**config.mk**
```make
export PLATFORM = sky130hd
export DESIGN_NAME = md5_cfg_regs_flat
export DESIGN_NICKNAME = d
export VERILOG_FILES = /design/src/design/md5_pkg.sv /design/src/design/md5_cfg_if.sv /design/src/design/md5_cfg_regs.sv /design/src/flat_wrapper.sv
export SDC_FILE = /design/constraint.sdc
export NUM_CORES = 1
export LEC_CHECK = 0
export BUFFER_PORTS_ARGS = -buffer_cell sky130_fd_sc_hd__buf_2
export CAP_MARGIN = 25
export CORE_MARGIN = 1.5
export CORE_UTILIZATION = 50
export DETAILED_ROUTE_END_ITERATION = 10
export PLACE_DENSITY = 0.76
export SLEW_MARGIN = 30
export SYNTH_ARGS = -nofsm -noshare
export SYNTH_HDL_FRONTEND = slang
export SYNTH_SLANG_ARGS = --single-unit
export TNS_END_PERCENT = 100
```
**constraint.sdc**
```tcl
create_clock -name clk -period 0.9 [get_ports clk]
set_input_delay 0.225 -clock clk [delete_from_list [all_inputs] [get_ports clk]]
set_output_delay 0.225 -clock clk [all_outputs]
set_load 0.03 [all_outputs]
```
**src/design/md5_pkg.sv**
```systemverilog
package md5_pkg;

    localparam int NUM_ENGINES = 4;
    localparam int BLOCK_W     = 512;
    localparam int DIGEST_W    = 128;
    localparam int WORD_W      = 32;
    localparam int NUM_ROUNDS  = 64;
    localparam int ROUND_W     = $clog2(NUM_ROUNDS);
    localparam int HIT_CNT_W   = 8;
    localparam int REG_ADDR_W  = 4;

    localparam logic [REG_ADDR_W-1:0] REG_TARGET0 = 4'd0;
    localparam logic [REG_ADDR_W-1:0] REG_TARGET1 = 4'd1;
    localparam logic [REG_ADDR_W-1:0] REG_TARGET2 = 4'd2;
    localparam logic [REG_ADDR_W-1:0] REG_TARGET3 = 4'd3;
    localparam logic [REG_ADDR_W-1:0] REG_MASK0   = 4'd4;
    localparam logic [REG_ADDR_W-1:0] REG_MASK1   = 4'd5;
    localparam logic [REG_ADDR_W-1:0] REG_MASK2   = 4'd6;
    localparam logic [REG_ADDR_W-1:0] REG_MASK3   = 4'd7;
    localparam logic [REG_ADDR_W-1:0] REG_CTRL    = 4'd8;

    // Chaining values of the single block
    localparam logic [WORD_W-1:0] MD5_INIT_A = 32'h67452301;
    localparam logic [WORD_W-1:0] MD5_INIT_B = 32'hefcdab89;
    localparam logic [WORD_W-1:0] MD5_INIT_C = 32'h98badcfe;
    localparam logic [WORD_W-1:0] MD5_INIT_D = 32'h10325476;

    localparam logic [WORD_W-1:0] MD5_K_TABLE [NUM_ROUNDS] = '{
        32'hd76aa478, 32'he8c7b756, 32'h242070db, 32'hc1bdceee,
        32'hf57c0faf, 32'h4787c62a, 32'ha8304613, 32'hfd469501,
        32'h698098d8, 32'h8b44f7af, 32'hffff5bb1, 32'h895cd7be,
        32'h6b901122, 32'hfd987193, 32'ha679438e, 32'h49b40821,
        32'hf61e2562, 32'hc040b340, 32'h265e5a51, 32'he9b6c7aa,
        32'hd62f105d, 32'h02441453, 32'hd8a1e681, 32'he7d3fbc8,
        32'h21e1cde6, 32'hc33707d6, 32'hf4d50d87, 32'h455a14ed,
        32'ha9e3e905, 32'hfcefa3f8, 32'h676f02d9, 32'h8d2a4c8a,
        32'hfffa3942, 32'h8771f681, 32'h6d9d6122, 32'hfde5380c,
        32'ha4beea44, 32'h4bdecfa9, 32'hf6bb4b60, 32'hbebfbc70,
        32'h289b7ec6, 32'heaa127fa, 32'hd4ef3085, 32'h04881d05,
        32'hd9d4d039, 32'he6db99e5, 32'h1fa27cf8, 32'hc4ac5665,
        32'hf4292244, 32'h432aff97, 32'hab9423a7, 32'hfc93a039,
        32'h655b59c3, 32'h8f0ccc92, 32'hffeff47d, 32'h85845dd1,
        32'h6fa87e4f, 32'hfe2ce6e0, 32'ha3014314, 32'h4e0811a1,
        32'hf7537e82, 32'hbd3af235, 32'h2ad7d2bb, 32'heb86d391
    };

    // Four shift amounts per round group, repeating
    localparam logic [4:0] MD5_S_TABLE [16] = '{
        7, 12, 17, 22, 5, 9, 14, 20, 4, 11, 16, 23, 6, 10, 15, 21
    };

    typedef union packed {
        logic [BLOCK_W/WORD_W-1:0][WORD_W-1:0] words;
        struct packed {
            logic [BLOCK_W-WORD_W-1:0] payload;
            logic [WORD_W-1:0]         nonce;
        } fields;
    } md5_block_u;

    function automatic logic [WORD_W-1:0] md5_k(input logic [ROUND_W-1:0] idx);
        return MD5_K_TABLE[idx];
    endfunction

    function automatic logic [4:0] md5_s(input logic [ROUND_W-1:0] idx);
        return MD5_S_TABLE[{idx[5:4], idx[1:0]}];
    endfunction

endpackage

```
**src/design/md5_cfg_if.sv**
```systemverilog
interface md5_cfg_if import md5_pkg::*; ();

    logic [DIGEST_W-1:0] target;
    logic [DIGEST_W-1:0] mask;
    logic                enable;
    // Single-cycle pulse
    logic                clear;

    modport cfg (
        output target,
        output mask,
        output enable,
        output clear
    );

    modport user (
        input target,
        input mask,
        input enable,
        input clear
    );

endinterface

```
**src/design/md5_cfg_regs.sv**
```systemverilog
module md5_cfg_regs import md5_pkg::*; (
    input  logic                  clk,
    input  logic                  rst_n,
    input  logic                  reg_wr,
    input  logic [REG_ADDR_W-1:0] reg_addr,
    input  logic [WORD_W-1:0]     reg_wdata,
    md5_cfg_if.cfg                cfg
);

    logic [DIGEST_W/WORD_W-1:0][WORD_W-1:0] target_q;
    logic [DIGEST_W/WORD_W-1:0][WORD_W-1:0] mask_q;
    logic                                   enable_q;
    logic                                   clear_q;

    always_ff @(posedge clk or negedge rst_n) begin
        if (!rst_n) begin
            target_q <= '0;
            mask_q   <= '0;
            enable_q <= 1'b0;
            clear_q  <= 1'b0;
        end else begin
            clear_q <= 1'b0;
            if (reg_wr) begin
                case (reg_addr)
                    REG_TARGET0, REG_TARGET1, REG_TARGET2, REG_TARGET3: begin
                        target_q[reg_addr[1:0]] <= reg_wdata;
                    end
                    REG_MASK0, REG_MASK1, REG_MASK2, REG_MASK3: begin
                        mask_q[reg_addr[1:0]] <= reg_wdata;
                    end
                    REG_CTRL: begin
                        enable_q <= reg_wdata[0];
                        clear_q  <= reg_wdata[1];
                    end
                    default: begin
                    end
                endcase
            end
        end
    end

    assign cfg.target = target_q;
    assign cfg.mask   = mask_q;
    assign cfg.enable = enable_q;
    assign cfg.clear  = clear_q;

    // Host must drive a real address with every write strobe
    a_addr_known: assert property (@(posedge clk) disable iff (!rst_n)
        reg_wr |-> !$isunknown(reg_addr));

endmodule

```
**src/flat_wrapper.sv**
```systemverilog
// flat-port wrapper written by rule: the top's interface ports become plain ports
module md5_cfg_regs_flat import md5_pkg::*;
  (clk, rst_n, reg_wr, reg_addr, reg_wdata, cfg_target, cfg_mask, cfg_enable, cfg_clear);
  md5_cfg_if cfg_i ();
  input  logic clk;
  input  logic rst_n;
  input  logic reg_wr;
  input  logic [REG_ADDR_W-1:0] reg_addr;
  input  logic [WORD_W-1:0] reg_wdata;
  output wire logic [$bits(cfg_i.target)-1:0] cfg_target;
  output wire logic [$bits(cfg_i.mask)-1:0] cfg_mask;
  output wire logic [$bits(cfg_i.enable)-1:0] cfg_enable;
  output wire logic [$bits(cfg_i.clear)-1:0] cfg_clear;
  assign cfg_target = cfg_i.target;
  assign cfg_mask = cfg_i.mask;
  assign cfg_enable = cfg_i.enable;
  assign cfg_clear = cfg_i.clear;
  md5_cfg_regs u_core (.clk(clk), .rst_n(rst_n), .reg_wr(reg_wr), .reg_addr(reg_addr), .reg_wdata(reg_wdata), .cfg(cfg_i));
endmodule
```
Word-level counts from Yosys, hierarchy flattened
Cells that the tools add are included.
{"block": "totals", "register_bits": 258, "output_inout_bits": 258, "elab_cells": 33}
{"block": "op_classes", "n_lt_le_gt_ge": 2, "eq_ne": 8, "muxes": 6, "n_reduce_logical": 7}
{"op": "bitwise mux 128 bit", "n": 2}
{"op": "demux 32 bit (select 2 bit)", "n": 1}
{"op": "two-way mux 32 bit", "n": 1}
{"op": "equality test 4 x 3 -> 1 bit (second input constant)", "n": 4}
{"op": "equality test 4 x 2 -> 1 bit (second input constant)", "n": 2}
{"op": "OR reduction 4 bit", "n": 2}
{"op": "AND reduction 2 bit", "n": 3}
{"op": "equality test 4 x 1 -> 1 bit (second input constant)", "n": 1}
{"op": "equality test 4 bit (second input constant)", "n": 1}
{"op": "zero test 4 bit", "n": 1}
{"op": "less-than comparator 2 x 3 -> 1 bit (second input constant)", "n": 1}
{"op": "greater-or-equal comparator 2 x 1 -> 1 bit (second input constant)", "n": 1}
{"op": "two-way mux 1 bit", "n": 2}
{"op": "logical AND 1 bit", "n": 1}

Logic depth before layout (Yosys ltp)
{"block": "logic_depth", "depth_word": 5, "mapped_depth": 5, "mapped_depth_nobuf": 3}

Worst setup path before layout
No wires, ideal clock.
{"block": "synth_path", "path_type": "input -> register", "startpoint": "input port reg_addr[3]", "endpoint": "register u_core.target_q (netlist bit u_core.cfg.target[33])", "setup_ns": 0.128, "arrival_ns": 1.351, "required_ns": 0.772, "slack_ns": -0.579, "cell_stages": 4, "n_path_buf": 2, "path_cell_list": "or4_1 -> clkbuf_1 -> buf_4 -> mux2_1"}
{"block": "synth_via", "elab_chain_cells": 3, "word_cells_on_any_way": 6, "cone_classes": "eq/ne: 3; reduce/logical: 3"}
{"element": "from (decl)", "line_no": "flat_wrapper.sv:8", "rtl": "input logic [REG_ADDR_W-1:0] reg_addr;"}
{"element": "equality test 4 x 1 -> 1 bit (tied with other cells)", "line_no": "md5_cfg_regs.sv:24", "rtl": "case (reg_addr)"}
{"element": "OR reduction 4 bit *", "line_no": "md5_cfg_regs.sv:24"}
{"element": "AND reduction 2 bit (no line) *"}
{"element": "to (signal, indexed assignment)", "line_no": "md5_cfg_regs.sv:26", "rtl": "target_q[reg_addr[1:0]] <= reg_wdata;"}
{"element": "to (decl)", "line_no": "md5_cfg_regs.sv:10", "rtl": "logic [DIGEST_W/WORD_W-1:0][WORD_W-1:0] target_q;"}
Every way passes the cells marked *; elsewhere a longest branch is shown, timed or not.
A chain may end at the register's enable or synchronous reset.

Final worst setup path
{"block": "layout_path", "startpoint": "register u_core.mask_q (netlist bit u_core.cfg.mask[81])", "endpoint": "output port cfg_mask[81]"}
{"element": "from (decl)", "line_no": "md5_cfg_regs.sv:11", "rtl": "logic [DIGEST_W/WORD_W-1:0][WORD_W-1:0] mask_q;"}
{"element": "from (signal, indexed assignment)", "line_no": "md5_cfg_regs.sv:29", "rtl": "mask_q[reg_addr[1:0]] <= reg_wdata;"}
{"element": "to (decl)", "line_no": "flat_wrapper.sv:11", "rtl": "output wire logic [$bits(cfg_i.mask)-1:0] cfg_mask;"}
No word-level cell between the ends.

==> results.py <==
metrics = {
    "place": {
        "portBuffers": 296,
        "dp_cells": 1106,
        "place_congestion": 0.7863,
        "pre_cts_slack_ns": -0.6910,
        "post-dp-hpwl_mm": 17.67,
    },
    "cts": {
        "max-clock-path-buffers": 3,
        "numCtsBuffers": 27,
        "clk_pin_slew_ns": 0.07,
        "clock-sinks": 258,
        "insertion_delay_ns": 0.54,
        "cts_tree": "yes",
        "h-tree-depth": 1,
        "clock-root-buffer": "clkbuf_16",
    },
    "timing": {
        "min_period_ns": 1.402,
        "max_slew_margin_pct": 74.90,
        "hold_viol_final": 0,
        "rsz0062_at_grt": "yes",
        "max_slew.worst_pin.slew_ns": 0.3766,
        "fin_skew_ns": 0,
        "fin_hold_ws_ns": 0.03573,
        "min_period_over_period_pct": 155.8,
        "finalMaxSlewViolations": 0,
        "setup_viol": 516,
        "finalWorstSetupSlack_ns": -0.5024,
        "max_freq_ghz": 0.7131,
    },
    "global_routing": {
        "grt_pass1_wl_mm": 55.17,
        "antenna_found_initial": 0,
        "track_usage_pct": 37.67,
        "grt_pass1_vias": 8348,
        "grt-ovfl-total": 0,
        "grt_max_degree": 40,
    },
    "cells_and_area": {
        "fillers": 437,
        "final_layout_size_suffix_gt1_share_pct": 77.23,
        "regArea_um2": 6456,
        "layout.nets": 1187,
        "fin_cells": 1402,
        "multi_input_area_um2": 3827,
        "layout-area-overhead-vs-synth_pct": 84.94,
        "final_util_pct": 94.51,
        "diodes": 0,
    },
    "pwr": {
        "leakagePower_uw": 0.009080,
        "powerDensity_nw_per_um2": 2880,
        "finalPower_uw": 51080,
        "vdd_drop_max_mv": 2.088,
    },
    "die": {
        "dieArea_um2": 20020,
        "rows": 50,
        "start_util_pct": 51.10,
        "die_width_um": 141.5,
        "io_pins": 297,
        "core_area_um2": 18770,
        "fp.dieH_um": 141.5,
    },
    "logic_synthesis": {
        "synth-compound-area-share_pct": 0,
        "syn_area_um2": 9590,
        "synth_fp_nets": 598,
        "yosys.area_share.simple_pct": 1.018,
        "synth_fa_ha_area_share_pct": 0,
        "ys_seq_area_share_pct": 67.32,
        "ys_types": 16,
        "synth_top_family_by_area": "multiplexers",
        "synth_warnings": 0,
        "synthXorXnorAreaFrac_pct": 0,
        "syn_avg_cell_area_um2": 17.16,
        "synthMuxAreaShare_pct": 30.18,
        "syn_inst": 559,
        "ys_seq_elements": 258,
    },
    "worst_setup_path": {
        "start_kind": "flop",
        "worstPathCellList": "buf_6",
        "end_kind": "primary output",
        "cp_max_fo": 2,
        "reg2reg_slack_ns": -0.22,
        "slowest_stage": "dfrtp_1",
        "crit_arrival_ns": 1.18,
        "worstPathRequired_ns": 0.67,
        "crit_buf_inv": 1,
        "cp_top_family": "flip-flops",
        "critical_path_class": "flop to primary output",
        "slowest_delay_ns": 0.45,
        "reg2reg_to": "u_core.cfg.target[22]",
        "r2r-start": "u_core.cfg.target[22]",
        "r2r_cells": 3,
    },
    "detailed_routing": {
        "wl_per_cell_um": 32.33,
        "drtPass1Iterations": 5,
        "viasPerCell": 5.884,
        "drtAntennaViolNets": 0,
        "drtIter0Drc": 523,
        "dr_total_vias": 8250,
        "routed_wirelength_mm": 45.33,
        "drc": 0,
    },
    "min_path": {
        "hp-start": "reg_wdata[10]",
        "min_to": "u_core.cfg.target[74]",
        "min_path_cells": 2,
        "hp-class": "primary input to flop",
    },
    "outcome": {
        "status": "finished with violations",
        "violations": "setup timing",
    },
    "flow_run": {
        "cap_violations": 0,
    },
}
## state kept, by name, summed over array words and instances, names as in the netlist
| register | cells |
|---|---|
| u_core.cfg.mask | 128 |
| u_core.cfg.target | 128 |
| u_core.cfg.clear | 1 |
| u_core.cfg.enable | 1 |
## cell type report
type	instances	share of cell area (%)
inverters	1	0.02116
multi-input cells	273	21.58
repair buffers	587	34.76
clock inverters	13	1.256
clock buffers	36	4.338
flip-flops and latches	258	36.40
well taps	234	1.651
## power breakdown
part / leakage [uW] / total (uW) / switching [uW] / internal [uW]
logic: 0.00543 / 21200 / 10200 / 11000
clock network: 0.000480 / 12900 / 5150 / 7720
registers: 0.00317 / 17100 / 2750 / 14300
total: 0.00908 / 51100 / 18100 / 33000
## per-stage QoR
stage | setup TNS (ns) | area [um2]
6_report | -164.97 | 17740
4_1_cts | -141.32 | 16980
3_3_place_gp | -153.65 | 12350
2_1_floorplan | -94.76 | 10350
5_1_grt | -168.75 | 17740
3_5_place_dp | -157.93 | 12350
## how the worst max path moves through the flow
stage                        startpoint                    end  slack (ns)  depth (start not counted)
global placement                 reg_wr    u_core.cfg.mask[16]       -0.65                          6
CTS                 u_core.cfg.mask[63]           cfg_mask[63]       -0.43                          1
floorplan                   reg_addr[3]  u_core.cfg.target[33]       -0.55                          4
finish              u_core.cfg.mask[81]           cfg_mask[81]       -0.50                          1
detailed placement          reg_addr[3]  u_core.cfg.target[38]       -0.69                          4
global route        u_core.cfg.mask[20]           cfg_mask[20]       -0.54                          1
## cells in the mapped netlist
| master | count | share of area [%] |
|---|---|---|
| nor2_1 | 3 | 0.12 |
| nand3_1 | 1 | 0.052 |
| nor3b_1 | 1 | 0.078 |
| nand2_1 | 3 | 0.12 |
| dfrtp_1 | 258 | 67 |
| inv_1 | 1 | 0.039 |
| buf_1 | 4 | 0.16 |
| nor3_2 | 2 | 0.21 |
| or4_1 | 2 | 0.16 |
| clkbuf_1 | 5 | 0.20 |
| buf_4 | 6 | 0.47 |
| mux2_1 | 66 | 7.7 |
| nand2b_1 | 2 | 0.13 |
| nand3b_1 | 2 | 0.16 |
| mux2_2 | 191 | 22 |
| buf_2 | 12 | 0.63 |
## metal layers
| layer | share of wire [%] | track usage, % |
|---|---|---|
| met1 | 35 | 46.19 |
| met2 | 49 | 64.34 |
| met3 | 9.2 | 9.146 |
| met4 | 7.3 | 15.52 |
| met5 | 0 | 0 |
## cell families after synthesis
family	count (synthesis)
buf+inv	28
flops	258
mux	257
simple gates	16
## cell usage in the layout, fill, tap and decap left out
cell type,n
buf_6,297
dfrtp_1,258
buf_4,202
mux2_4,196
mux2_2,61
buf_2,32
buf_12,32
clkbuf_16,28
buf_16,11
buf_8,11
clkbuf_8,6
bufinv_16,6
clkinv_2,4
clkinvlp_4,3
clkbuf_1,3
nand3b_1,2
nand2b_4,2
nor2_4,2
nor3_4,2
or4_4,2
inv_1,1
nor3b_4,1
nor2_1,1
nand3_4,1
nand2_2,1
nand2_4,1
nand2_8,1
dlygate4sd3_1,1
## what timing repair did
action | CTS | global route
pin swaps | 8 | 8
gates cloned | 22 | 1
gates resized for setup | 638 | 78
hold buffers | 1 | 0
setup buffers | 136 | 130
endpoints found under the setup margin | 482 | 515
hold endpoints to repair | 258 | 0
Power figures use the tool's default switching activity.
