==> config.mk <==
export PLATFORM = sky130hd
export DESIGN_NAME = hit_reporter_flat
export DESIGN_NICKNAME = d
export VERILOG_FILES = /design/src/design/md5_pkg.sv /design/src/design/md5_cfg_if.sv /design/src/design/hit_reporter.sv /design/src/flat_wrapper.sv
export SDC_FILE = /design/constraint.sdc
export NUM_CORES = 1
export LEC_CHECK = 0
export BUFFER_PORTS_ARGS = -buffer_cell sky130_fd_sc_hd__buf_2
export CORE_AREA = 2 2 130 132
export CTS_BUF_LIST = sky130_fd_sc_hd__clkbuf_4 sky130_fd_sc_hd__clkbuf_8 sky130_fd_sc_hd__clkbuf_16
export CTS_CLUSTER_DIAMETER = 80
export DETAILED_ROUTE_END_ITERATION = 10
export DIE_AREA = 0 0 132 134
export GPL_ROUTABILITY_DRIVEN = 0
export PLACE_DENSITY = 0.4
export SLEW_MARGIN = 5
export SYNTH_ARGS = -nofsm -noshare
export SYNTH_HDL_FRONTEND = slang
export SYNTH_SLANG_ARGS = --single-unit
==> constraint.sdc <==
create_clock -name clk -period 3.55 [get_ports clk]
set_input_delay 0.71 -clock clk [delete_from_list [all_inputs] [get_ports clk]]
set_output_delay 0.71 -clock clk [all_outputs]
set_load 0.01 [all_outputs]
==> src/design/md5_pkg.sv <==
package md5_pkg;

    localparam int NUM_ENGINES = 4;
    localparam int BLOCK_W     = 512;
    localparam int DIGEST_W    = 128;
    localparam int WORD_W      = 32;
    localparam int NUM_ROUNDS  = 64;
    localparam int ROUND_W     = $clog2(NUM_ROUNDS);
    localparam int HIT_CNT_W   = 8;
    localparam int REG_ADDR_W  = 4;

    localparam logic [REG_ADDR_W-1:0] REG_TARGET0 = 4'd0;
    localparam logic [REG_ADDR_W-1:0] REG_TARGET1 = 4'd1;
    localparam logic [REG_ADDR_W-1:0] REG_TARGET2 = 4'd2;
    localparam logic [REG_ADDR_W-1:0] REG_TARGET3 = 4'd3;
    localparam logic [REG_ADDR_W-1:0] REG_MASK0   = 4'd4;
    localparam logic [REG_ADDR_W-1:0] REG_MASK1   = 4'd5;
    localparam logic [REG_ADDR_W-1:0] REG_MASK2   = 4'd6;
    localparam logic [REG_ADDR_W-1:0] REG_MASK3   = 4'd7;
    localparam logic [REG_ADDR_W-1:0] REG_CTRL    = 4'd8;

    // Chaining values of the single block
    localparam logic [WORD_W-1:0] MD5_INIT_A = 32'h67452301;
    localparam logic [WORD_W-1:0] MD5_INIT_B = 32'hefcdab89;
    localparam logic [WORD_W-1:0] MD5_INIT_C = 32'h98badcfe;
    localparam logic [WORD_W-1:0] MD5_INIT_D = 32'h10325476;

    localparam logic [WORD_W-1:0] MD5_K_TABLE [NUM_ROUNDS] = '{
        32'hd76aa478, 32'he8c7b756, 32'h242070db, 32'hc1bdceee,
        32'hf57c0faf, 32'h4787c62a, 32'ha8304613, 32'hfd469501,
        32'h698098d8, 32'h8b44f7af, 32'hffff5bb1, 32'h895cd7be,
        32'h6b901122, 32'hfd987193, 32'ha679438e, 32'h49b40821,
        32'hf61e2562, 32'hc040b340, 32'h265e5a51, 32'he9b6c7aa,
        32'hd62f105d, 32'h02441453, 32'hd8a1e681, 32'he7d3fbc8,
        32'h21e1cde6, 32'hc33707d6, 32'hf4d50d87, 32'h455a14ed,
        32'ha9e3e905, 32'hfcefa3f8, 32'h676f02d9, 32'h8d2a4c8a,
        32'hfffa3942, 32'h8771f681, 32'h6d9d6122, 32'hfde5380c,
        32'ha4beea44, 32'h4bdecfa9, 32'hf6bb4b60, 32'hbebfbc70,
        32'h289b7ec6, 32'heaa127fa, 32'hd4ef3085, 32'h04881d05,
        32'hd9d4d039, 32'he6db99e5, 32'h1fa27cf8, 32'hc4ac5665,
        32'hf4292244, 32'h432aff97, 32'hab9423a7, 32'hfc93a039,
        32'h655b59c3, 32'h8f0ccc92, 32'hffeff47d, 32'h85845dd1,
        32'h6fa87e4f, 32'hfe2ce6e0, 32'ha3014314, 32'h4e0811a1,
        32'hf7537e82, 32'hbd3af235, 32'h2ad7d2bb, 32'heb86d391
    };

    // Four shift amounts per round group, repeating
    localparam logic [4:0] MD5_S_TABLE [16] = '{
        7, 12, 17, 22, 5, 9, 14, 20, 4, 11, 16, 23, 6, 10, 15, 21
    };

    typedef union packed {
        logic [BLOCK_W/WORD_W-1:0][WORD_W-1:0] words;
        struct packed {
            logic [BLOCK_W-WORD_W-1:0] payload;
            logic [WORD_W-1:0]         nonce;
        } fields;
    } md5_block_u;

    function automatic logic [WORD_W-1:0] md5_k(input logic [ROUND_W-1:0] idx);
        return MD5_K_TABLE[idx];
    endfunction

    function automatic logic [4:0] md5_s(input logic [ROUND_W-1:0] idx);
        return MD5_S_TABLE[{idx[5:4], idx[1:0]}];
    endfunction

endpackage

==> src/design/md5_cfg_if.sv <==
interface md5_cfg_if import md5_pkg::*; ();

    logic [DIGEST_W-1:0] target;
    logic [DIGEST_W-1:0] mask;
    logic                enable;
    // Single-cycle pulse
    logic                clear;

    modport cfg (
        output target,
        output mask,
        output enable,
        output clear
    );

    modport user (
        input target,
        input mask,
        input enable,
        input clear
    );

endinterface

==> src/design/hit_reporter.sv <==
module hit_reporter import md5_pkg::*; (
    input  logic                 clk,
    input  logic                 rst_n,
    md5_cfg_if.user              cfg,
    input  logic                 hit_valid,
    input  logic [WORD_W-1:0]    hit_nonce,
    output logic                 found,
    output logic [WORD_W-1:0]    found_nonce,
    output logic [HIT_CNT_W-1:0] hit_count
);

    always_ff @(posedge clk or negedge rst_n) begin
        if (!rst_n) begin
            found       <= 1'b0;
            found_nonce <= '0;
            hit_count   <= '0;
        end else if (cfg.clear) begin
            found       <= 1'b0;
            found_nonce <= '0;
            hit_count   <= '0;
        end else if (hit_valid) begin
            // Only the first hit is kept
            if (!found) begin
                found       <= 1'b1;
                found_nonce <= hit_nonce;
            end
            if (hit_count != '1) begin
                hit_count <= hit_count + 1'b1;
            end
        end
    end

endmodule

==> src/flat_wrapper.sv <==
// flat-port wrapper written by rule: the top's interface ports become plain ports
module hit_reporter_flat import md5_pkg::*;
  (clk, rst_n, hit_valid, hit_nonce, found, found_nonce, hit_count, cfg_target, cfg_mask, cfg_enable, cfg_clear);
  md5_cfg_if cfg_i ();
  input  logic clk;
  input  logic rst_n;
  input  logic hit_valid;
  input  logic [WORD_W-1:0] hit_nonce;
  output logic found;
  output logic [WORD_W-1:0] found_nonce;
  output logic [HIT_CNT_W-1:0] hit_count;
  input wire logic [$bits(cfg_i.target)-1:0] cfg_target;
  input wire logic [$bits(cfg_i.mask)-1:0] cfg_mask;
  input wire logic [$bits(cfg_i.enable)-1:0] cfg_enable;
  input wire logic [$bits(cfg_i.clear)-1:0] cfg_clear;
  assign cfg_i.target = cfg_target;
  assign cfg_i.mask = cfg_mask;
  assign cfg_i.enable = cfg_enable;
  assign cfg_i.clear = cfg_clear;
  hit_reporter u_core (.clk(clk), .rst_n(rst_n), .cfg(cfg_i), .hit_valid(hit_valid), .hit_nonce(hit_nonce), .found(found), .found_nonce(found_nonce), .hit_count(hit_count));
endmodule
# Word level (Yosys, flattened, before mapping)
# Index checks and enable logic that the tools add are counted.
[classes]
n_eq_ne = 2
mux = 8
n_reduce_logical = 4
add_sub_neg = 1
[op_table]
columns = ["op", "n"]
rows = [
  ["$mux 32", 3],
  ["$mux 8", 3],
  ["$add 8x1->8 const B", 1],
  ["$ne 8x8->1 const B", 1],
  ["$reduce_and 2->1", 2],
  ["$reduce_bool 2->1", 2],
  ["$mux 1", 2],
  ["$ne 2x2->1 const B", 1],
]
[word_totals]
ff_bits = 41
out_inout_bits = 41
word_cells = 18
input_bits = 293

# Depth between registers and ports, before layout
# Gate-level depths: netlist of the first run.
[logic_depth]
depth_word = 4
ltp_mapped = 4
ltp_nobuf = 4

# Worst setup path before layout of the first run
# OpenSTA, ideal clock, no wires.
[synth_timing]
path_kind = "input to register"
startpoint = "in hit_valid"
endpoint = "reg u_core.hit_count[5]"
arrival_ns = 1.562
setup_slack_ns = 1.863
cell_stages = 4
cell_sequence = "buf_2 -> nand4_1 -> a211oi_2 -> mux2_4"
[synth_via]
elab_chain_len = 2
[synth_rtl]
columns = ["item", "line_no", "text"]
rows = [
  ["from (decl)", "flat_wrapper.sv:7", "input logic hit_valid;"],
  ["$reduce_bool 2->1 (no source line)", "-", ""],
  ["$reduce_and 2->1 (no source line)", "-", ""],
  ["to (signal assigned)", "hit_reporter.sv:28", "hit_count <= hit_count + 1'b1;"],
  ["to (decl)", "hit_reporter.sv:9", "output logic [HIT_CNT_W-1:0] hit_count"],
]
# No other way between the ends.
# A chain may end at the register's enable or synchronous reset.

# Worst setup path in the final report of the first run
[layout_timing]
startpoint = "reg u_core.hit_count[0]"
endpoint = "reg u_core.hit_count[5]"
[layout_via]
elab_chain_len = 4
[layout_rtl]
columns = ["item", "line_no", "text"]
rows = [
  ["$add 8x1->8", "hit_reporter.sv:28", ""],
  ["$mux 8", "hit_reporter.sv:27", "if (hit_count != '1) begin"],
  ["$mux 8", "hit_reporter.sv:21", "end else if (hit_valid) begin"],
  ["$mux 8", "hit_reporter.sv:17", "end else if (cfg.clear) begin"],
]
# Parallel ways exist; a longest one is shown, timed or not. The select of a mux whose other input is x is not followed.

==> qor.txt, run 1 <==
STATUS
--------------------------------------------------------------------------------------
Result of the run                                                            completed

FINAL LAYOUT
--------------------------------------------------------------------------------------
Final-stage net count                                                              494
Core occupancy in the finished layout                                           15.12%
Antenna fix cells                                                                    0
Post-synthesis to final-layout area growth                                      45.67%
Layout cells sized above 1                                                      47.50%

CLOCK TREE
--------------------------------------------------------------------------------------
Hold-fix buffers at CTS                                                              0
Post-CTS setup-driven buffer insertion count                                         0
Worst-Skew Late Latency                                                        0.29 ns
Buffer type at the clock tree root                                           clkbuf_16
Resized Gates After CTS                                                              0
Cts bufs inserted                                                                    5
Clock tree from TritonCTS                                                        built
Buffer depth of the longest clock path                                               2
Sink count of the clock tree                                                        41
H-tree levels                                                                        2
Clock slew at the register clock pins of the worst setup and hold paths        0.06 ns

CRITICAL PATH
--------------------------------------------------------------------------------------
Worst setup SP type                                                           register
Required time at the worst-slack endpoint                                      3.72 ns
Number of cells on the worst reg-to-reg path                                         4
Worst endpoint data arrival time                                               1.85 ns
Worst-path fanout max                                                                6
Kind of critical path                                                       reg -> reg
Worst setup slack for register-to-register paths                               1.88 ns
Element type at the critical path end                                         register

POWER
--------------------------------------------------------------------------------------
Power density over cell area                                              462.9 mW/mm^2
Reported leakage power                                                     0.001219 uW
Overall Power                                                                  1140 uW
Worst supply voltage drop on vdd                                             0.1555 mV

FLOORPLANNING
--------------------------------------------------------------------------------------
Die outline height                                                              134 um
Boundary Pins                                                                      334
Chip Width                                                                      132 um
Die outline area                                                          0.01769 mm^2
Initial standard-cell utilization of the core                                   10.38%
Row cnt                                                                             47
Floorplan Core Area                                                       0.01629 mm^2

SYNTH
--------------------------------------------------------------------------------------
Number of cells produced by synthesis                                              124
Number of enable flip-flop cells after synthesis                                     0
Part of the Yosys area used for sequential elements                             60.70%
Number of synthesized register bits                                                 41
Fraction of synthesis flops using an asynchronous set or reset pin              100.0%
Share of synthesized area spent on multiplexers                                 4.145%
Syn_area_per_cell                                                           13.63 um^2
Compound-Gate Fraction of Synth Area                                            21.84%
Count of cell types in the netlist                                                  28
Combinational family with the most area after synthesis                   compound AO/OA/AOI/OAI gates
Top-count cell post-synth                                                      dfrtp_1
Share of Yosys cell area claimed by the top area cell type                      60.70%
Synth Cell Area                                                           0.001690 mm^2
Number of synthesis warnings                                                         0
Net count after synthesis                                                          418
Top cells by area, synth                                                  dfrtp_1 61%, a22o_1 17%, mux2_4 3.6%, a21oi_2 1.6%, buf_2 1.5%
Most frequent cells after synthesis                                       41 x dfrtp_1, 32 x a22o_1, 6 x nor2_1
Synth Area in Adders                                                           0.7402%
Cell type contributing the most total cell area after synthesis                dfrtp_1
Simple-gate portion of the synthesized area                                     8.882%
Commonest register cell after synthesis                                        dfrtp_1
XOR/XNOR share of the synthesized area                                              0%

GLOBAL ROUTING
--------------------------------------------------------------------------------------
Total GRT Usage                                                                 5.331%
Number of antenna violations at the first check in global routing                    0
Number of global-route vias before repair                                         1404
Global-route wire length before repair                                         7486 um
Largest net degree at the start of global routing                                   42
Total global routing overflow                                                        0

HOLD PATH
--------------------------------------------------------------------------------------
Class of the most critical hold timing path                                 reg -> reg
Cell count of the worst hold path                                                    1

JOB
--------------------------------------------------------------------------------------
Max cap viols                                                                        0

TIMING
--------------------------------------------------------------------------------------
Crit share post-route                                                           47.10%
Worst Skew                                                                 0.004988 ns
F_max                                                                        598.1 MHz
Relative slew slack                                                             36.84%
Total Neg Setup Slack                                                             0 ns
Final hold vios                                                                      0
Final Max Slew Viols                                                                 0
Final period demand of the worst path                                         1.672 ns
Finish-stage setup viols                                                             0
Slew @ Worst Pin                                                             0.9474 ns
RSZ-0062 raised after global routing                                                no
Hold_ws                                                                      0.4985 ns

PLACED DESIGN
--------------------------------------------------------------------------------------
Half-perimeter wire length of the detailed placement result                    3330 um
Buffers added on ports                                                              76

ROUTING
--------------------------------------------------------------------------------------
Vias per Instance                                                                3.114
First drt pass iteration count                                                       4
Total wire length after detailed routing                                       4621 um
Post-DRT Antenna Nets                                                                0
Number of DRC markers after the initial detailed-route iteration                    36
Routed len/inst                                                               11.00 um
Count of unresolved DRC violations after routing                                     0
Routed vias                                                                       1308

-- through the flow --
stage               instances  cell area, um^2  setup slack [ns]
global route              420             2462             1.808
detailed placement        413             2302             1.739
finish                    420             2462             1.878
global placement          413             2302             1.730
floorplan                 124             1690             1.863
CTS                       420             2462             1.869
-- final timing paths --
path	start	to
min in group asynchronous	rst_n	u_core.found_nonce[1]
worst min-delay path	u_core.found_nonce[6]	u_core.found_nonce[6]
max in group asynchronous	rst_n	u_core.found_nonce[30]
worst max-delay path	u_core.hit_count[0]	u_core.hit_count[5]
worst max register to register	u_core.hit_count[0]	u_core.hit_count[5]
worst min register to register	u_core.found_nonce[6]	u_core.found_nonce[6]
-- critical path, stage by stage, from the launching register on --
cell	delay, ns
dfrtp_1	0.44
ha_1	0.28
and3_1	0.24
a211oi_2	0.28
mux2_4	0.32
-- where the power goes --
part / internal, uW / leakage [uW] / switching [uW]
Sequential: 491 / 0.000554 / 15.4
Clock: 327 / 0.0000797 / 189
Combinational: 53.2 / 0.000586 / 64.3
Total: 871 / 0.00122 / 269
-- state kept, by name, summed over array words and instances (netlist names) --
register            flops
u_core.found_nonce     32
u_core.hit_count        8
u_core.found            1
-- layer usage --
layer | track usage (%) | up-vias | wire, um
li1 | - | 618 | -
met2 | 8.218 | 45 | 2097
met5 | 0 | - | 0
met1 | 6.350 | 638 | 2062
met3 | 2.532 | 7 | 399
met4 | 2.295 | 0 | 62
-- kinds of logic (layout without fill, tap and decap cells) --
group,Yosys count,count (layout)
DFF,41,41
AOI/OAI and AO/OA,43,43
adders and majority gates,1,1
buffers and inverters,10,86
muxes,5,5
and+or+nand+nor,24,24
-- final cells by class --
cell class                      instances  area (um^2)
Multi-Input combinational cell         73        601.8
Clock buffer                            5        125.1
Clock inverter                          2        35.03
Tap cell                              220        275.3
Inverter                                1        3.754
Fill cell                            1836        13830
Timing Repair Buffer                   78        395.4
Sequential cell                        41         1026
-- placed cells by master (no fill, tap or decap), types with 2 or more instances in the layout --
cell,n
a22o_1,32
nor2b_1,4
dfrtp_1,41
a21oi_1,3
nor2_1,6
nand4_1,2
buf_2,76
and4_1,2
a21oi_2,3
buf_4,2
clkbuf_16,5
nand2b_1,2
nand3_1,2
mux2_4,4
Power figures use the tool's default switching activity.
==> inputs of run 2 (changes only) <==
--- a/config.mk
+++ b/config.mk
@@ -6,13 +6,13 @@
 export NUM_CORES = 1
 export LEC_CHECK = 0
 export BUFFER_PORTS_ARGS = -buffer_cell sky130_fd_sc_hd__buf_2
-export CORE_AREA = 2 2 130 132
+export CORE_AREA = 2 2 129 131
 export CTS_BUF_LIST = sky130_fd_sc_hd__clkbuf_4 sky130_fd_sc_hd__clkbuf_8 sky130_fd_sc_hd__clkbuf_16
 export CTS_CLUSTER_DIAMETER = 80
 export DETAILED_ROUTE_END_ITERATION = 10
-export DIE_AREA = 0 0 132 134
+export DIE_AREA = 0 0 131 133
 export GPL_ROUTABILITY_DRIVEN = 0
-export PLACE_DENSITY = 0.4
+export PLACE_DENSITY = 0.42
 export SLEW_MARGIN = 5
 export SYNTH_ARGS = -nofsm -noshare
 export SYNTH_HDL_FRONTEND = slang
==> constraint.sdc (replaced) <==
create_clock -name clk -period 1.4 [get_ports clk]
set_input_delay 0.28 -clock clk [delete_from_list [all_inputs] [get_ports clk]]
set_output_delay 0.28 -clock clk [all_outputs]
set_load 0.01 [all_outputs]
==> run 2 against run 1 <==
  * The flow now finishes with violations (negative setup slack)
  * Wire length is 3.9% higher
  * Sequential share of layout area is 2.8 points lower
  * Global-route usage is 0.42 points higher
  * Sequential power grew to 2.5 times the previous value
  * Combinational power grew to 2.9 times the previous value
  * Register-to-register slack worse by 1.9 ns
  * Critical path type unchanged
  * Largest cell class unchanged
==> qor.txt, run 2 (synthesis results as in run 1) <==
STATUS
--------------------------------------------------------------------------------------
Result of the run                                                         complete, but fails checks
Violated checks                                                           negative setup slack

CRITICAL PATH
--------------------------------------------------------------------------------------
Worst setup SP type                                                           register
Worst setup slack for register-to-register paths                             -0.009 ns
Kind of critical path                                                       reg -> reg
Reg-to-reg endpoint                                                       u_core.hit_count[5]
Element type at the critical path end                                         register
Worst R2R Start                                                           u_core.hit_count[1]
Required time at the worst-slack endpoint                                      1.57 ns
Worst endpoint data arrival time                                               1.58 ns
Number of cells on the worst reg-to-reg path                                         4
Worst-path fanout max                                                                3

FINAL LAYOUT
--------------------------------------------------------------------------------------
Non-Filler Instances                                                               435
Antenna fix cells                                                                    0
Commonest non-fill, non-tap cell in the layout                                   buf_2
Largest registers ranked by flip-flop count                               u_core.found_nonce: 32 flops, u_core.hit_count: 8 flops, u_core.found: 1 flops
Post-synthesis to final-layout area growth                                      56.11%
Register with the most flip-flops                                         u_core.found_nonce
Final-stage net count                                                              509
Core occupancy in the finished layout                                           16.32%
Flip-flop count of the largest register, all copies and words added                 32
Commonest cells after routing, fill and taps aside                        76 x buf_2, 41 x dfrtp_1, 32 x a22o_1, 13 x buf_4, 6 x nor2_1
Layout cells sized above 1                                                      52.56%

GLOBAL ROUTING
--------------------------------------------------------------------------------------
Most utilized layer in the global route result                                    met2
Largest net degree at the start of global routing                                   42
Total GRT Usage                                                                 5.751%
Met3 layer usage reported by global route                                       2.467%
Met2 track demand over resource in global routing                               8.549%
Met1 Resource Use GR                                                            7.321%
Number of global-route vias before repair                                         1518
Total global routing overflow                                                        0
Number of antenna violations at the first check in global routing                    0
Global-route wire length before repair                                         7810 um

CLOCK TREE
--------------------------------------------------------------------------------------
Post-CTS setup-driven buffer insertion count                                         0
Clock tree from TritonCTS                                                        built
Sink count of the clock tree                                                        41
Cts bufs inserted                                                                    5
Buffer depth of the longest clock path                                               2
Buffer type at the clock tree root                                           clkbuf_16
Clock slew at the register clock pins of the worst setup and hold paths        0.06 ns
H-tree levels                                                                        2
Worst-Skew Late Latency                                                        0.28 ns

TIMING
--------------------------------------------------------------------------------------
Final period demand of the worst path                                         1.409 ns
Hold_ws                                                                      0.2096 ns
Final Max Slew Viols                                                                 0
Relative slew slack                                                             84.40%
Crit share post-route                                                           100.6%
Final setup slack of the worst path                                       -0.008741 ns
F_max                                                                        709.9 MHz
Finish-stage setup viols                                                             1
Worst Skew                                                                 0.003592 ns
Final hold vios                                                                      0
RSZ-0062 raised after global routing                                               yes
Slew @ Worst Pin                                                             0.2340 ns

POWER
--------------------------------------------------------------------------------------
Worst supply voltage drop on vdd                                             0.3608 mV
Power density over cell area                                              1103 mW/mm^2
Reported leakage power                                                     0.001306 uW

ROUTING
--------------------------------------------------------------------------------------
First drt pass iteration count                                                       4
Post-DRT Antenna Nets                                                                0
Routed vias                                                                       1401
Count of unresolved DRC violations after routing                                     0
Total wire length after detailed routing                                       4799 um
Number of DRC markers after the initial detailed-route iteration                    26
Routed len/inst                                                               11.03 um
Vias per Instance                                                                3.221

FLOORPLANNING
--------------------------------------------------------------------------------------
Row cnt                                                                             47
Die outline height                                                              133 um
Chip Width                                                                      131 um
Die outline area                                                          0.01742 mm^2
Boundary Pins                                                                      334
Initial standard-cell utilization of the core                                   10.45%
Floorplan Core Area                                                       0.01617 mm^2

JOB
--------------------------------------------------------------------------------------
Max cap viols                                                                        0

HOLD PATH
--------------------------------------------------------------------------------------
Class of the most critical hold timing path                                  in -> reg
Min-delay src                                                             hit_nonce[30]
Cell count of the worst hold path                                                    2
Worst min-delay path endpoint                                             u_core.found_nonce[30]

PLACED DESIGN
--------------------------------------------------------------------------------------
Half-perimeter wire length of the detailed placement result                    3527 um
Cell count after placement                                                         427
Buffers added on ports                                                              76

run 2: changes by cell type in the layout (fill, tap and decap cells not counted), sizes merged:
cell / change
dlygate4sd3: +1
buf: +14
run 2: per-layer routing:
layer	wire (um)	part of all wire, %	vias to the layer above
met5	0	0	-
met4	76	1.6	0
met3	380	7.9	9
met2	2265	47	53
met1	2076	43	692
li1	-	-	647
run 2: cell type report:
type	count	area (um^2)
Tap cell	220	275.3
Inverter	1	3.754
Clock buffer	5	125.1
Timing Repair Buffer	93	548.0
Clock inverter	2	35.03
Fill cell	1813	13530
Sequential cell	41	1026
Multi-Input combinational cell	73	625.6
run 2: critical path, cell delays in order, from the launching register on:
cell	delay [ns]
dfrtp_1	0.38
ha_2	0.19
and3_4	0.19
a211oi_4	0.22
mux2_4	0.32
run 2: worst max path at each step:
stage          slack [ns]                   to                start
6_report           -0.009  u_core.hit_count[5]  u_core.hit_count[1]
2_1_floorplan       -0.06  u_core.hit_count[5]  u_core.hit_count[0]
4_1_cts             -0.02  u_core.hit_count[5]  u_core.hit_count[0]
3_5_place_dp        -0.01  u_core.hit_count[5]  u_core.hit_count[0]
3_3_place_gp        -0.01  u_core.hit_count[5]  u_core.hit_count[0]
5_1_grt             -0.05  u_core.hit_count[5]  u_core.hit_count[1]
run 2: repair_timing:
| action | CTS | global route |
|---|---|---|
| hold endpoints to repair | 41 | 0 |
| endpoints found under the setup margin | 1 | 4 |
| pin swaps | 0 | 3 |
| resized for setup | 0 | 4 |
| hold buffers | 1 | 0 |
run 2: power breakdown:
part           switching [uW]  internal (uW)  leakage (uW)
logic                     178            165      0.000673
registers                35.4           1250      0.000554
clock network             459            828     0.0000797
run 2: per-stage QoR:
stage	setup WS (ns)	cell area, um^2	total power (uW)	setup TNS (ns)
final	-0.008741	2639	2911	-0.008741
after CTS	-0.01519	2623	2958	-0.01519
after floorplan	-0.06458	1698	1447	-0.09845
after global routing	-0.04962	2639	3043	-0.06438
after detailed placement	-0.01016	2452	1650	-0.01016
after global placement	-0.01462	2452	1646	-0.01462
==> inputs of run 3 (changes only) <==
--- a/config.mk
+++ b/config.mk
@@ -5,14 +5,14 @@
 export SDC_FILE = /design/constraint.sdc
 export NUM_CORES = 1
 export LEC_CHECK = 0
-export BUFFER_PORTS_ARGS = -buffer_cell sky130_fd_sc_hd__buf_2
 export CORE_AREA = 2 2 129 131
 export CTS_BUF_LIST = sky130_fd_sc_hd__clkbuf_4 sky130_fd_sc_hd__clkbuf_8 sky130_fd_sc_hd__clkbuf_16
 export CTS_CLUSTER_DIAMETER = 80
 export DETAILED_ROUTE_END_ITERATION = 10
 export DIE_AREA = 0 0 131 133
+export DONT_BUFFER_PORTS = 1
 export GPL_ROUTABILITY_DRIVEN = 0
-export PLACE_DENSITY = 0.42
+export PLACE_DENSITY = 0.3
 export SLEW_MARGIN = 5
 export SYNTH_ARGS = -nofsm -noshare
 export SYNTH_HDL_FRONTEND = slang
==> run 3 against run 2 <==
  * The flow still finishes with violations (negative setup slack)
  * Hold slack worse by 0.16 ns
  * Cell area down 14%
  * Final cell count down 17%
==> qor.txt, run 3 (synthesis results as in run 1) <==
STATUS
--------------------------------------------------------------------------------------
Result of the run                                                         complete, but fails checks
Violated checks                                                           negative setup slack

POWER
--------------------------------------------------------------------------------------
Net switching fraction of the power                                             23.03%
Overall Power                                                                  2818 uW
Internal power of the cells                                                    2169 uW
Power spent charging and discharging nets                                     648.8 uW
Sequential group share of total power                                            46.8%
Comb pwr share                                                                    6.9%
Clock group share of total power                                                 46.3%
Reported leakage power                                                    0.0009618 uW
Worst supply voltage drop on vdd                                             0.4413 mV
Power density over cell area                                              1245 mW/mm^2

CLOCK TREE
--------------------------------------------------------------------------------------
Buffer type at the clock tree root                                           clkbuf_16
H-tree levels                                                                        2
Cts bufs inserted                                                                    5
Worst-Skew Late Latency                                                        0.29 ns
Sink count of the clock tree                                                        41
Clock tree from TritonCTS                                                        built
Clock slew at the register clock pins of the worst setup and hold paths        0.07 ns
Post-CTS setup-driven buffer insertion count                                         0
Buffer depth of the longest clock path                                               2

CRITICAL PATH
--------------------------------------------------------------------------------------
Worst-path fanout max                                                                3
Series of cell instances along the critical path                          ha_2 > and3_4 > a211oi_4 > mux2_4
Worst endpoint data arrival time                                               1.60 ns
Worst path slowest cell                                                        dfrtp_1
Worst stage delay on the critical path                                         0.41 ns
Worst setup SP type                                                           register
Kind of critical path                                                       reg -> reg
Required time at the worst-slack endpoint                                      1.57 ns
Buf+Inv Stages, Crit Path                                                            0
Element type at the critical path end                                         register
Cell family contributing the most delay on the critical path                flip-flops

JOB
--------------------------------------------------------------------------------------
Max cap viols                                                                        0

FINAL LAYOUT
--------------------------------------------------------------------------------------
FILL cells                                                                        1813
Flip-flop count of the largest register, all copies and words added                 32
Antenna fix cells                                                                    0
Largest registers ranked by flip-flop count                               u_core.found_nonce: 32 flops, u_core.hit_count: 8 flops, u_core.found: 1 flops
Final-stage net count                                                              435
Register with the most flip-flops                                         u_core.found_nonce
Commonest non-fill, non-tap cell in the layout                                 dfrtp_1
Layout cells sized above 1                                                      27.66%
Post-synthesis to final-layout area growth                                      33.90%
Commonest cells after routing, fill and taps aside                        41 x dfrtp_1, 32 x a22o_1, 15 x buf_4, 6 x nor2_1, 5 x clkbuf_16

GLOBAL ROUTING
--------------------------------------------------------------------------------------
Number of antenna violations at the first check in global routing                    0
Number of global-route vias before repair                                         1246
Total GRT Usage                                                                 5.286%
Largest net degree at the start of global routing                                   42
Total global routing overflow                                                        0
Global-route wire length before repair                                         6913 um

ROUTING
--------------------------------------------------------------------------------------
Number of DRC markers after the initial detailed-route iteration                    31
Post-DRT Antenna Nets                                                                0
Count of unresolved DRC violations after routing                                     0
First drt pass iteration count                                                       4
Total wire length after detailed routing                                       4386 um
Routed len/inst                                                               12.15 um
Vias per Instance                                                                2.983
Routed vias                                                                       1077

TIMING
--------------------------------------------------------------------------------------
Finish-stage setup viols                                                             1
Slew @ Worst Pin                                                             0.2312 ns
Final Max Slew Viols                                                                 0
Final hold vios                                                                      0
Crit share post-route                                                           101.5%
Final setup slack of the worst path                                        -0.02118 ns
F_max                                                                        703.6 MHz
Final period demand of the worst path                                         1.421 ns
RSZ-0062 raised after global routing                                               yes
Relative slew slack                                                             84.58%
Hold_ws                                                                     0.05170 ns
Worst Skew                                                                 0.008954 ns

FLOORPLANNING
--------------------------------------------------------------------------------------
Die outline area                                                          0.01742 mm^2
Boundary Pins                                                                      334
Die outline height                                                              133 um
Chip Width                                                                      131 um
Row cnt                                                                             47
Floorplan Core Area                                                       0.01617 mm^2
Initial standard-cell utilization of the core                                   10.45%

PLACED DESIGN
--------------------------------------------------------------------------------------
Half-perimeter wire length of the detailed placement result                    3162 um
Buffers added on ports                                                               0

HOLD PATH
--------------------------------------------------------------------------------------
Class of the most critical hold timing path                                  in -> reg

run 3: changes by cell type in the layout (fill, tap and decap cells not counted), sizes merged:
cell,change
buf,-74
run 3: layout make-up:
class                   count  area (um^2)  share of cell area (%)
flip-flops and latches     41         1026                   45.33
repair buffers             19        173.9                   7.684
inverters                   1        3.754                  0.1658
multi-input cells          73        624.3                   27.58
clock inverters             2        35.03                   1.548
clock buffers               5        125.1                   5.528
well taps                 220        275.3                   12.16
run 3: worst paths after layout:
check                                       from                    end  slack, ns  cells after the start
min in group asynchronous                  rst_n  u_core.found_nonce[0]       0.44                      2
setup reg to reg             u_core.hit_count[0]    u_core.hit_count[5]      -0.02                      4
max in group asynchronous                  rst_n  u_core.found_nonce[6]       0.75                      2
hold / removal                         cfg_clear    u_core.hit_count[7]       0.05                      1
setup / recovery             u_core.hit_count[0]    u_core.hit_count[5]      -0.02                      4
hold reg to reg            u_core.found_nonce[5]  u_core.found_nonce[5]       0.58                      1
run 3: worst register-to-register path: stages, from the launching register on:
cell and delay (ns):
dfrtp_1 0.41, ha_2 0.19, and3_4 0.19, a211oi_4 0.21, mux2_4 0.31
run 3: power by group through the flow:
stage               logic, uW  clock network [uW]  registers (uW)
floorplan                 113                   0            1330
detailed placement        167                   0            1340
global route              217                1390            1330
CTS                       198                1350            1320
finish                    193                1300            1320
global placement          161                   0            1340
run 3: through the flow:
step	cell area, um^2	utilization [%]	cells	setup TNS [ns]	setup WS [ns]
3_3_place_gp	2054	12.70	352	-0.01729	-0.01729
3_5_place_dp	2054	12.70	352	-0.006537	-0.006537
6_report	2263	14.00	361	-0.02118	-0.02118
4_1_cts	2245	13.88	361	-0.02510	-0.02510
5_1_grt	2263	14.00	361	-0.1427	-0.07106
2_1_floorplan	1698	-	124	-0.09845	-0.06458
run 3: timing repair:
| item | 4_1_cts | 5_1_grt |
|---|---|---|
| endpoints found under the hold margin | 41 | 0 |
| pin swaps | 0 | 3 |
| endpoints found under the setup margin | 1 | 5 |
| hold buffers | 2 | 0 |
| gates resized for setup | 0 | 4 |
run 3: metal layers:
metal  routed length (um)  vias up  global-route usage [%]
li1                     -      497                       -
met1                 1873      518                   6.153
met2                 1919       57                   7.542
met3                  518        5                   3.599
met4                   74        0                   2.128
met5                    0        -                       0
